==> config.mk <==
export PLATFORM = sky130hd
export DESIGN_NAME = mem_subsystem
export DESIGN_NICKNAME = d
export VERILOG_FILES = /design/src/hw/soc_mem_pkg.sv /design/src/hw/instr_cache.sv /design/src/hw/machine_timer.sv /design/src/hw/mem_ctrl.sv /design/src/hw/mem_subsystem.sv
export SDC_FILE = /design/constraint.sdc
export NUM_CORES = 1
export LEC_CHECK = 0
export ABC_AREA = 1
export BUFFER_PORTS_ARGS = -buffer_cell sky130_fd_sc_hd__buf_4
export CAP_MARGIN = 10
export CORE_MARGIN = 4
export CORE_UTILIZATION = 50
export DETAILED_ROUTE_END_ITERATION = 8
export PLACE_DENSITY = 0.71
export SLEW_MARGIN = 40
export SYNTH_ARGS = -nofsm -noshare
export SYNTH_HDL_FRONTEND = slang
export SYNTH_SLANG_ARGS = --single-unit
==> constraint.sdc <==
create_clock -name clk_i -period 7.5 [get_ports clk_i]
set_input_delay 1.5 -clock clk_i [delete_from_list [all_inputs] [get_ports clk_i]]
set_output_delay 1.5 -clock clk_i [all_outputs]
set_load 0.01 [all_outputs]
==> src/hw/soc_mem_pkg.sv <==
// widths, address map and bus structs shared by the memory side; addresses are byte addresses
`default_nettype none

package soc_mem_pkg;

    // ============================================================
    // widths
    // ============================================================
    localparam int XLEN     = 32;
    localparam int IC_LINES = 16;
    localparam int IC_IDX_W = 4;
    // tag is what is left above the index and the byte offset
    localparam int IC_TAG_W = XLEN - IC_IDX_W - 2;

    // ============================================================
    // address map
    // ============================================================
    // bit 30 wins over bit 28 when both are set
    localparam int MEM_SEL_BIT = 30;
    localparam int TMR_SEL_BIT = 28;

    // timer registers are decoded on the low address byte only
    localparam int TMR_OFS_W = 8;
    localparam logic [TMR_OFS_W-1:0] TMR_CNT_OFS = 8'h00;
    localparam logic [TMR_OFS_W-1:0] TMR_CMP_OFS = 8'h04;

    // ============================================================
    // bus payloads
    // ============================================================
    // external memory request, nonzero wstrb means write
    typedef struct packed {
        logic [XLEN-1:0]   addr;
        logic [XLEN-1:0]   wdata;
        logic [XLEN/8-1:0] wstrb;
    } mem_req_t;

    typedef struct packed {
        logic [XLEN-1:0] rdata;
    } mem_rsp_t;

    // core data port request
    typedef struct packed {
        logic [XLEN-1:0]   addr;
        logic [XLEN-1:0]   wdata;
        logic [XLEN/8-1:0] mask;
        logic              we;
    } data_req_t;

endpackage

`default_nettype wire

==> src/hw/instr_cache.sv <==
// direct-mapped, one word per line; the core must hold fetch_addr_i while fetch_wait_o is high
`default_nettype none
`timescale 1ns/1ps

module instr_cache import soc_mem_pkg::*; (
    input  logic            clk_i,
    input  logic            rst_n_i,

    // core fetch port
    input  logic [XLEN-1:0] fetch_addr_i,
    output logic            fetch_wait_o,
    output logic [XLEN-1:0] fetch_data_o,

    // refill towards the memory controller
    output logic            ic_valid_o,
    output logic [XLEN-1:0] ic_addr_o,
    input  logic            ic_ready_i,
    input  logic [XLEN-1:0] ic_rdata_i,

    // data write snoop
    input  logic            snoop_valid_i,
    input  logic [XLEN-1:0] snoop_addr_i
);

    // ============================================================
    // storage
    // ============================================================
    logic [IC_TAG_W-1:0] tag_q  [IC_LINES];
    logic [XLEN-1:0]     data_q [IC_LINES];
    logic [IC_LINES-1:0] valid_q;

    logic [IC_IDX_W-1:0] fetch_idx;
    logic [IC_TAG_W-1:0] fetch_tag;
    logic [IC_IDX_W-1:0] snoop_idx;
    logic [IC_TAG_W-1:0] snoop_tag;
    logic [IC_IDX_W-1:0] refill_idx;
    logic [IC_TAG_W-1:0] refill_tag;

    logic                hit;
    logic                snoop_hit;
    logic                refill_q;
    logic                refill_done;
    logic [XLEN-1:0]     refill_addr_q;

    // address split: tag | index | byte offset
    assign fetch_idx  = fetch_addr_i[IC_IDX_W+1:2];
    assign fetch_tag  = fetch_addr_i[XLEN-1:IC_IDX_W+2];
    assign snoop_idx  = snoop_addr_i[IC_IDX_W+1:2];
    assign snoop_tag  = snoop_addr_i[XLEN-1:IC_IDX_W+2];
    assign refill_idx = refill_addr_q[IC_IDX_W+1:2];
    assign refill_tag = refill_addr_q[XLEN-1:IC_IDX_W+2];

    // ============================================================
    // lookup
    // ============================================================
    assign hit          = valid_q[fetch_idx] & (tag_q[fetch_idx] == fetch_tag);
    assign fetch_wait_o = ~hit;
    assign fetch_data_o = data_q[fetch_idx];

    assign snoop_hit = snoop_valid_i & valid_q[snoop_idx] & (tag_q[snoop_idx] == snoop_tag);

    // ============================================================
    // refill
    // ============================================================
    assign refill_done = refill_q & ic_ready_i;
    assign ic_valid_o  = refill_q;
    assign ic_addr_o   = refill_addr_q;

    always_ff @(posedge clk_i) begin
        if (!rst_n_i) begin
            refill_q <= 1'b0;
        end else if (refill_done) begin
            refill_q <= 1'b0;
        end else if (!hit) begin
            refill_q <= 1'b1;
        end
    end

    // capture the missing word when the request goes out
    always_ff @(posedge clk_i) begin
        if (!refill_q && !hit) begin
            refill_addr_q <= {fetch_addr_i[XLEN-1:2], 2'b00};
        end
    end

    always_ff @(posedge clk_i) begin
        if (refill_done) begin
            tag_q[refill_idx]  <= refill_tag;
            data_q[refill_idx] <= ic_rdata_i;
        end
    end

    // refill is written last so it wins over a snoop on the same index
    always_ff @(posedge clk_i) begin
        if (!rst_n_i) begin
            valid_q <= '0;
        end else begin
            if (snoop_hit) begin
                valid_q[snoop_idx] <= 1'b0;
            end
            if (refill_done) begin
                valid_q[refill_idx] <= 1'b1;
            end
        end
    end

endmodule

`default_nettype wire

==> src/hw/machine_timer.sv <==
// 32-bit free-running timer, full-word access only; irq lags the compare by one cycle
`default_nettype none
`timescale 1ns/1ps

module machine_timer import soc_mem_pkg::*; (
    input  logic                 clk_i,
    input  logic                 rst_n_i,

    input  logic                 tmr_sel_i,
    input  logic                 tmr_we_i,
    input  logic [TMR_OFS_W-1:0] tmr_addr_i,
    input  logic [XLEN-1:0]      tmr_wdata_i,
    output logic [XLEN-1:0]      tmr_rdata_o,

    output logic                 timer_irq_o
);

    logic [XLEN-1:0] count_q;
    logic [XLEN-1:0] cmp_q;
    logic            cnt_wr;
    logic            cmp_wr;

    assign cnt_wr = tmr_sel_i & tmr_we_i & (tmr_addr_i == TMR_CNT_OFS);
    assign cmp_wr = tmr_sel_i & tmr_we_i & (tmr_addr_i == TMR_CMP_OFS);

    // ============================================================
    // counter and compare
    // ============================================================
    // a software load takes priority over the increment
    always_ff @(posedge clk_i) begin
        if (!rst_n_i) begin
            count_q <= '0;
        end else if (cnt_wr) begin
            count_q <= tmr_wdata_i;
        end else begin
            count_q <= count_q + XLEN'(1);
        end
    end

    // all ones keeps the irq quiet out of reset
    always_ff @(posedge clk_i) begin
        if (!rst_n_i) begin
            cmp_q <= '1;
        end else if (cmp_wr) begin
            cmp_q <= tmr_wdata_i;
        end
    end

    always_ff @(posedge clk_i) begin
        if (!rst_n_i) begin
            timer_irq_o <= 1'b0;
        end else begin
            timer_irq_o <= (count_q >= cmp_q);
        end
    end

    // ============================================================
    // read mux
    // ============================================================
    always_comb begin
        tmr_rdata_o = '0;
        if (tmr_sel_i) begin
            if (tmr_addr_i == TMR_CNT_OFS) begin
                tmr_rdata_o = count_q;
            end else if (tmr_addr_i == TMR_CMP_OFS) begin
                tmr_rdata_o = cmp_q;
            end
        end
    end

endmodule

`default_nettype wire

==> src/hw/mem_ctrl.sv <==
// data port decoder and two-master memory arbiter; timer writes ignore the byte mask
`default_nettype none
`timescale 1ns/1ps

module mem_ctrl import soc_mem_pkg::*; (
    input  logic                 clk_i,
    input  logic                 rst_n_i,

    // core data port
    input  logic                 data_sel_i,
    input  data_req_t            data_req_i,
    output logic                 data_stall_o,
    output logic [XLEN-1:0]      data_rdata_o,

    // instruction cache refill port
    input  logic                 ic_valid_i,
    input  logic [XLEN-1:0]      ic_addr_i,
    output logic                 ic_ready_o,
    output logic [XLEN-1:0]      ic_rdata_o,

    // write snoop towards the instruction cache
    output logic                 snoop_valid_o,
    output logic [XLEN-1:0]      snoop_addr_o,

    // machine timer
    output logic                 tmr_sel_o,
    output logic                 tmr_we_o,
    output logic [TMR_OFS_W-1:0] tmr_addr_o,
    output logic [XLEN-1:0]      tmr_wdata_o,
    input  logic [XLEN-1:0]      tmr_rdata_i,

    // external memory port
    output logic                 mem_valid_o,
    output mem_req_t             mem_req_o,
    input  logic                 mem_ready_i,
    input  mem_rsp_t             mem_rsp_i
);

    typedef enum logic [1:0] {
        IDLE,
        DATA_BUSY,
        FETCH_BUSY,
        DATA_DONE
    } arb_state_e;

    arb_state_e      state_q;
    arb_state_e      state_d;
    mem_req_t        req_q;
    logic [XLEN-1:0] rdata_q;

    logic            is_mem;
    logic            is_tmr;
    logic            data_mem_req;
    logic            xfer_done;

    // ============================================================
    // data address decode
    // ============================================================
    assign is_mem       = data_req_i.addr[MEM_SEL_BIT];
    assign is_tmr       = ~is_mem & data_req_i.addr[TMR_SEL_BIT];
    assign data_mem_req = data_sel_i & is_mem;

    assign tmr_sel_o   = data_sel_i & is_tmr;
    assign tmr_we_o    = data_req_i.we;
    assign tmr_addr_o  = data_req_i.addr[TMR_OFS_W-1:0];
    assign tmr_wdata_o = data_req_i.wdata;

    // only main memory can stall, and only until the done cycle
    assign data_stall_o = data_mem_req & (state_q != DATA_DONE);

    always_comb begin
        if (is_mem) begin
            data_rdata_o = rdata_q;
        end else if (is_tmr) begin
            data_rdata_o = tmr_rdata_i;
        end else begin
            // unmapped reads return zero
            data_rdata_o = '0;
        end
    end

    // ============================================================
    // arbiter
    // ============================================================
    assign xfer_done = mem_valid_o & mem_ready_i;

    always_comb begin
        state_d = state_q;
        case (state_q)
            IDLE: begin
                // data has priority over fetch
                if (data_mem_req) begin
                    state_d = DATA_BUSY;
                end else if (ic_valid_i) begin
                    state_d = FETCH_BUSY;
                end
            end
            DATA_BUSY: begin
                if (mem_ready_i) begin
                    state_d = DATA_DONE;
                end
            end
            FETCH_BUSY: begin
                if (mem_ready_i) begin
                    state_d = IDLE;
                end
            end
            DATA_DONE: begin
                state_d = IDLE;
            end
            default: begin
                state_d = IDLE;
            end
        endcase
    end

    always_ff @(posedge clk_i) begin
        if (!rst_n_i) begin
            state_q <= IDLE;
        end else begin
            state_q <= state_d;
        end
    end

    // granted request is held here until the transfer completes
    always_ff @(posedge clk_i) begin
        if (state_q == IDLE) begin
            if (data_mem_req) begin
                req_q.addr  <= {data_req_i.addr[XLEN-1:2], 2'b00};
                req_q.wdata <= data_req_i.wdata;
                req_q.wstrb <= data_req_i.we ? data_req_i.mask : '0;
            end else begin
                req_q.addr  <= ic_addr_i;
                req_q.wdata <= '0;
                req_q.wstrb <= '0;
            end
        end
    end

    always_ff @(posedge clk_i) begin
        if (state_q == DATA_BUSY && mem_ready_i) begin
            rdata_q <= mem_rsp_i.rdata;
        end
    end

    assign mem_valid_o = (state_q == DATA_BUSY) || (state_q == FETCH_BUSY);
    assign mem_req_o   = req_q;

    assign ic_ready_o = (state_q == FETCH_BUSY) & mem_ready_i;
    assign ic_rdata_o = mem_rsp_i.rdata;

    // invalidate a cached copy of any word the data side writes
    assign snoop_valid_o = xfer_done & (state_q == DATA_BUSY) & (|req_q.wstrb);
    assign snoop_addr_o  = req_q.addr;

endmodule

`default_nettype wire

==> src/hw/mem_subsystem.sv <==
// memory side of the core: icache + data decode + timer on one valid/ready port, no data cache
`default_nettype none
`timescale 1ns/1ps

module mem_subsystem import soc_mem_pkg::*; (
    input  logic            clk_i,
    input  logic            rst_n_i,

    // core instruction fetch
    input  logic [31:0]     fetch_addr_i,
    output logic            fetch_wait_o,
    output logic [XLEN-1:0] fetch_data_o,

    // core data access
    input  logic            data_sel_i,
    input  data_req_t       data_req_i,
    output logic            data_stall_o,
    output logic [XLEN-1:0] data_rdata_o,

    // external memory
    output logic            mem_valid_o,
    output mem_req_t        mem_req_o,
    input  logic            mem_ready_i,
    input  mem_rsp_t        mem_rsp_i,

    output logic            timer_irq_o
);

    // refill path
    logic                 ic_valid;
    logic [XLEN-1:0]      ic_addr;
    logic                 ic_ready;
    logic [XLEN-1:0]      ic_rdata;

    // snoop path
    logic                 snoop_valid;
    logic [XLEN-1:0]      snoop_addr;

    // timer register access
    logic                 tmr_sel;
    logic                 tmr_we;
    logic [TMR_OFS_W-1:0] tmr_addr;
    logic [XLEN-1:0]      tmr_wdata;
    logic [XLEN-1:0]      tmr_rdata;

    instr_cache i_instr_cache (
        .clk_i         (clk_i),
        .rst_n_i       (rst_n_i),
        .fetch_addr_i  (fetch_addr_i),
        .fetch_wait_o  (fetch_wait_o),
        .fetch_data_o  (fetch_data_o),
        .ic_valid_o    (ic_valid),
        .ic_addr_o     (ic_addr),
        .ic_ready_i    (ic_ready),
        .ic_rdata_i    (ic_rdata),
        .snoop_valid_i (snoop_valid),
        .snoop_addr_i  (snoop_addr)
    );

    mem_ctrl i_mem_ctrl (
        .clk_i         (clk_i),
        .rst_n_i       (rst_n_i),
        .data_sel_i    (data_sel_i),
        .data_req_i    (data_req_i),
        .data_stall_o  (data_stall_o),
        .data_rdata_o  (data_rdata_o),
        .ic_valid_i    (ic_valid),
        .ic_addr_i     (ic_addr),
        .ic_ready_o    (ic_ready),
        .ic_rdata_o    (ic_rdata),
        .snoop_valid_o (snoop_valid),
        .snoop_addr_o  (snoop_addr),
        .tmr_sel_o     (tmr_sel),
        .tmr_we_o      (tmr_we),
        .tmr_addr_o    (tmr_addr),
        .tmr_wdata_o   (tmr_wdata),
        .tmr_rdata_i   (tmr_rdata),
        .mem_valid_o   (mem_valid_o),
        .mem_req_o     (mem_req_o),
        .mem_ready_i   (mem_ready_i),
        .mem_rsp_i     (mem_rsp_i)
    );

    machine_timer i_machine_timer (
        .clk_i       (clk_i),
        .rst_n_i     (rst_n_i),
        .tmr_sel_i   (tmr_sel),
        .tmr_we_i    (tmr_we),
        .tmr_addr_i  (tmr_addr),
        .tmr_wdata_i (tmr_wdata),
        .tmr_rdata_o (tmr_rdata),
        .timer_irq_o (timer_irq_o)
    );

endmodule

`default_nettype wire

# [Word level (Yosys, flattened, before mapping)]
# Memory sizes are Yosys's and may differ from the RTL's. A register that Yosys moved wholly into a read port is not among the register bits.
# Index checks and enable logic that the tools add are counted.
[op_classes] addsub=1 order_cmp=6 n_eq_ne=10 muxes=27 bitwise=21 reduce_logical=13
[ops] cell="two-way mux 32 bit" n=6
[ops] cell="two-way mux 68 bit" n=1
[ops] cell="== test 26 bit" n=2
[ops] cell="two-way mux 16 bit" n=3
[ops] cell="adder 32 x 1 -> 32 bit, second input constant" n=1
[ops] cell=">= comparator 32 bit" n=1
[ops] cell="bitwise AND 16 bit" n=1
[ops] cell="inverter 16 bit" n=1
[ops] cell="OR 16 bit" n=1
[ops] cell="bitwise AND 1 bit" n=15
[ops] cell="less-than comparator 4 x 5 -> 1 bit, second input constant" n=3
[ops] cell="binary-select mux 1 bit (select 4 bit)" n=2
[ops] cell="demux 1 bit (select 4 bit)" n=2
[ops] cell="== test 8 x 3 -> 1 bit, second input constant" n=1
[ops] cell=">= comparator 4 x 1 -> 1 bit, second input constant" n=2
[ops] cell="logical NOT 8 bit" n=1
[ops] cell="two-way mux 2 bit" n=4
[ops] cell="two-way mux 4 bit" n=2
[ops] cell="one-hot mux 2 bit (4 select lines)" n=1
[ops] cell="two-way mux 1 bit" n=6
[ops] cell="!= test 2 bit, second input constant" n=3
[ops] cell="== test 2 bit, second input constant" n=2
[ops] cell="logical AND 1 bit" n=4
[ops] cell="OR reduction 4 bit" n=1
[ops] cell="other kinds (9)" n=12
[word_totals] register_bits=212 mem_bits_rw=928 inputBits=137 output_inout_bits=136 wordCells=91 n_memories=2
[mem_list] memory="i_instr_cache.data_q" words=16 word_bits=32 rd=1 rd_clocked_by_memory_dff=0 write_ports=1 line_no="instr_cache.sv:29" source="logic [XLEN-1:0] data_q [IC_LINES];"
[mem_list] memory="i_instr_cache.tag_q" words=16 word_bits=26 rd=2 rd_clocked_by_memory_dff=1 write_ports=1 line_no="instr_cache.sv:28" source="logic [IC_TAG_W-1:0] tag_q [IC_LINES];"

# [Depth between registers and ports, before layout]
[depth] ltp_word=11 ltp_mapped=19 depth_no_buf=16

# [Modules after synthesis]
# From an unflattened synthesis, not the netlist that was laid out.
[unflattened] cells_unflattened=5240 hier_area_um2=52740.6
[by_module_without_submodules] mod="instr_cache" n_inst=1 cells_each=4038 area_each_um2=43130.1 seq_area_each_um2=29107.9
[by_module_without_submodules] mod="mem_ctrl" n_inst=1 cells_each=524 area_each_um2=5162.5 seq_area_each_um2=3042.9
[by_module_without_submodules] mod="machine_timer" n_inst=1 cells_each=678 area_each_um2=4448.0 seq_area_each_um2=1301.2

# [Least setup slack after synthesis]
# Ideal clock, no wire load.
[synth_timing] path_kind="in2reg" startpoint="in mem_ready_i" endpoint="mem i_instr_cache.data_q[12][0] (enable)" setup_ns=0.475 arrival_ns=4.282 t_required_ns=7.025 setup_slack_ns=2.743 path_stages=4 n_path_buf=0 path_cell_list="nand3_1 > nor3_1 > inv_1 > nor2_1"
[synth_between] elab_chain_len=4
[synth_rtl] element="start, declared" line_no="mem_subsystem.sv:23" source="input logic mem_ready_i,"
[synth_rtl] element="bitwise AND 1 bit" line_no="mem_ctrl.sv:149" source="assign ic_ready_o = (state_q == FETCH_BUSY) & mem_ready_i;"
[synth_rtl] element="bitwise AND 1 bit" line_no="instr_cache.sv:65" source="assign refill_done = refill_q & ic_ready_i;"
[synth_rtl] element="two-way mux 1 bit" line_no="instr_cache.sv:87" source="if (refill_done) begin"
[synth_rtl] element="two-way mux 1 bit (not written as such)" line_no="instr_cache.sv:89" source="data_q[refill_idx] <= ic_rdata_i;"
[synth_rtl] element="end, declared" line_no="instr_cache.sv:29"
# Every way passes these cells.

# [Final worst setup path]
[layout_timing] startpoint="in fetch_addr_i[2]" endpoint="out fetch_data_o[17]"
[layout_between] elab_chain_len=1
[layout_rtl] element="start, declared" line_no="mem_subsystem.sv:10" source="input logic [31:0] fetch_addr_i,"
[layout_rtl] element="memory read (16 x 32 bit)"
[layout_rtl] element="end, declared" line_no="mem_subsystem.sv:12" source="output logic [XLEN-1:0] fetch_data_o,"
# Every way passes these cells.

==> impl_metrics.yaml <==
worst_setup_path:
  critPathLaunchType: "primary input"
  cp-end-kind: "output port"
  critPathArrivalTime_ns: 4.70
  cp.required_ns: 6.00
  timing.reg2reg.setup_slack_ns: 3.80
  worstSetupPathType: "primary input to output port"
  worst-path-max-fanout: 153
  regToRegEndpoint: "i_instr_cache.valid_q[14]$_SDFF_PN0_"
  ff2ff_path_depth: 16
grt:
  grt_pass1_vias: 36783
  grt_max_degree: 219
  grt.total_usage_pct: 26.4
  grt_first_pass_wirelength_microns: 223000
  antenna_found_initial: 8
  overflow: 0
power:
  finalPower_mw: 16.9
  seqPwrFrac_pct: 45.3
  p_leak_nw: 23.2
  p_switching_mw: 5.22
  netSwitchingFraction_pct: 30.9
  combPwrFrac_pct: 21.6
  p_per_area_mw_per_mm2: 283
  internal_power_mw: 11.6
  max-vdd-ir-drop_uv: 235
  clkPwrFrac_pct: 33.1
layout:
  regArea_sq_mm: 0.0335
  n_fill_cell: 8417
  layout_commonest_cell: "edfxtp_1"
  fin_cells: 6609
  most-common-layout-cells: "edfxtp_1 (1056), nand2_1 (821), inv_1 (638), nand3_1 (499), o21ai_0 (366)"
  multi_input_area_sq_mm: 0.0153
  postLayoutCellArea_sq_mm: 0.0596
  syn2layout_area_growth_pct: 13.8
  nets: 5303
  final_core_util_pct: 57.4
  drive_above_1_share_pct: 10.8
drt:
  drtIter0Drc: 4293
  drt_pass1_iterations: 6
  vias: 38528
  viasPerCell: 5.83
  wire_per_inst_microns: 22.7
  drcViolationCount: 0
  wl_microns: 150000
  ant_nets: 0
synth:
  avgSynthCellArea_sq_um: 10.5
  synth-seq-cells: 1144
  netlist_area_sq_mm: 0.0524
  ys_seq_area_share_pct: 63.9
  synth_edf_count: 1056
  postSynthCellCount: 4979
  synth_warnings: 0
  synth.distinct_cells: 40
  synthFlopType: "edfxtp_1"
  async_reset_ff_share_pct: 0
status:
  status: "finished clean"
clock_network:
  clock_latency_ns: 0.71
  cts_tree: "done"
  postCtsSetupBuffers: 0
  ctsHoldBuffers: 0
  clkTransAtPathRegs_ns: 0.06
  cts_num_sinks: 1144
  clk_path_buf_depth: 3
  post_cts_resized: 0
  cts_max_level: 3
  numCtsBuffers: 115
  cts_root_buf: "clkbuf_16"
timing:
  tns_ns: 0
  layout_setup_ws_ns: 1.30
  period_share_pct: 82.7
  fin_crit_ns: 6.20
  clock_skew_ns: 0.0419
  max_slew_margin_pct: 39.4
  rsz0062_at_grt: "false"
  hold_viol_final: 0
  finalHoldWorstSlack_ns: 0.464
  tightest_slew_ns: 0.908
  maxSlewViolCount: 0
  max_freq_mhz: 161
  setup_viol: 0
floorplanning:
  die_w_microns: 332
  dieArea_sq_mm: 0.110
  io_pins: 273
  coreArea_sq_mm: 0.104
  num_rows: 118
  start_util_pct: 50.5
  die_height_microns: 332
run:
  maxCapViolCount: 0
min_path:
  holdPathEnd: "i_instr_cache.valid_q[12]$_SDFF_PN0_"
  hold_depth: 2
  min_from: "i_instr_cache.valid_q[12]$_SDFF_PN0_"
  hold_path.class: "flip-flop to flip-flop"
placed_design:
  dpl.cell_count: 6388
  hpwl_microns: 87100
  dpl_cell_area_sq_mm: 0.0559
  place.gp.congestion: 0.876
  pre_cts_ws_ns: 1.31
  io_buffer_count: 268
worst max-delay path, stage by stage:
cell      delay (ns)
buf_8           0.42
buf_12          0.54
buf_4           0.64
buf_4           0.55
a21oi_1         0.12
o21ai_0         0.11
o21ai_0         0.10
o211ai_1        0.25
nand2_1         0.12
buf_4           0.16
registers in the layout, indices dropped and copies added (netlist names), named ones only:
name and cells:
i_instr_cache.tag_q 416, i_machine_timer.count_q 32, i_mem_ctrl.snoop_addr_o 30, i_mem_ctrl.rdata_q 32, i_instr_cache.ic_addr_o 30, i_instr_cache.data_q 512
i_machine_timer.timer_irq_o 1, i_mem_ctrl.state_q 2, i_machine_timer.cmp_q 32, i_instr_cache.valid_q 16, i_instr_cache.ic_valid_o 1, i_mem_ctrl.mem_req_o 36
area by class of cell:
cell class / instances / share of cell area (%)
Timing Repair Buffer: 345 / 5.02
Antenna cell: 6 / 0.0252
Tap cell: 1380 / 2.90
Clock buffer: 141 / 5.01
Inverter: 652 / 4.14
Multi-Input combinational cell: 2870 / 25.7
Sequential cell: 1144 / 56.2
Clock inverter: 71 / 1.10
synthesized netlist by cell type, types with 5 or more instances:
cell | count | area (sq um)
nor2_1 | 212 | 796
a21o_1 | 5 | 37.5
o221ai_1 | 5 | 43.8
nand4_1 | 10 | 62.6
buf_1 | 39 | 146
a21oi_1 | 299 | 1500
buf_2 | 78 | 390
a211oi_1 | 5 | 37.5
nand3b_1 | 6 | 45.0
edfxtp_1 | 1056 | 31700
o211ai_1 | 350 | 2630
ha_1 | 38 | 475
mux2i_1 | 129 | 1290
clkinv_1 | 6 | 22.5
or2_1 | 11 | 68.8
nand2_1 | 824 | 3090
dfxtp_1 | 88 | 1760
xor2_1 | 21 | 184
buf_4 | 13 | 97.6
nor3_1 | 11 | 55.1
o22ai_1 | 21 | 131
inv_1 | 642 | 2410
or2_2 | 23 | 144
o21ai_0 | 366 | 1830
nand3_1 | 499 | 2500
clkbuf_1 | 183 | 687
o21ai_1 | 14 | 70.1
power groups by stage:
stage | Clock, mW | Combinational [mW] | Sequential [mW]
after global placement | 0 | 3.50 | 7.76
after detailed placement | 0 | 3.56 | 7.78
final | 5.58 | 3.65 | 7.64
after CTS | 5.66 | 3.58 | 7.64
after global routing | 5.93 | 3.96 | 7.67
after floorplan | 0 | 2.25 | 7.68
worst max-delay path by stage:
stage / start / endpoint
after global placement: fetch_addr_i[3] / fetch_wait_o
final: fetch_addr_i[2] / fetch_data_o[17]
after CTS: fetch_addr_i[2] / fetch_data_o[17]
after floorplan: mem_ready_i / i_instr_cache.data_q[12][0]$_DFFE_PP_
after detailed placement: fetch_addr_i[2] / fetch_data_o[17]
after global routing: fetch_addr_i[2] / fetch_data_o[20]
routing by layer:
layer | GRT usage, % | vias up | part of all wire, %
met4 | 12.7 | 6 | 4.9
li1 | - | 17695 | -
met1 | 34.6 | 18502 | 38
met5 | 0 | - | 0.031
met2 | 43.0 | 1935 | 47
met3 | 4.65 | 390 | 9.2
cells by family (layout without fill, tap and decap cells):
family | Yosys count | in the layout | share of synthesized area, %
buf+inv | 966 | 1209 | 7.22
fa+ha+maj | 38 | 38 | 0.908
other cells | 1 | 8 | 0.00716
mux | 129 | 129 | 2.46
xor+xnor | 24 | 24 | 0.401
flops | 1144 | 1144 | 63.9
simple gates | 1604 | 1604 | 13.0
compound gates | 1073 | 1073 | 12.1
No activity file was read; power rests on OpenSTA's default activity.
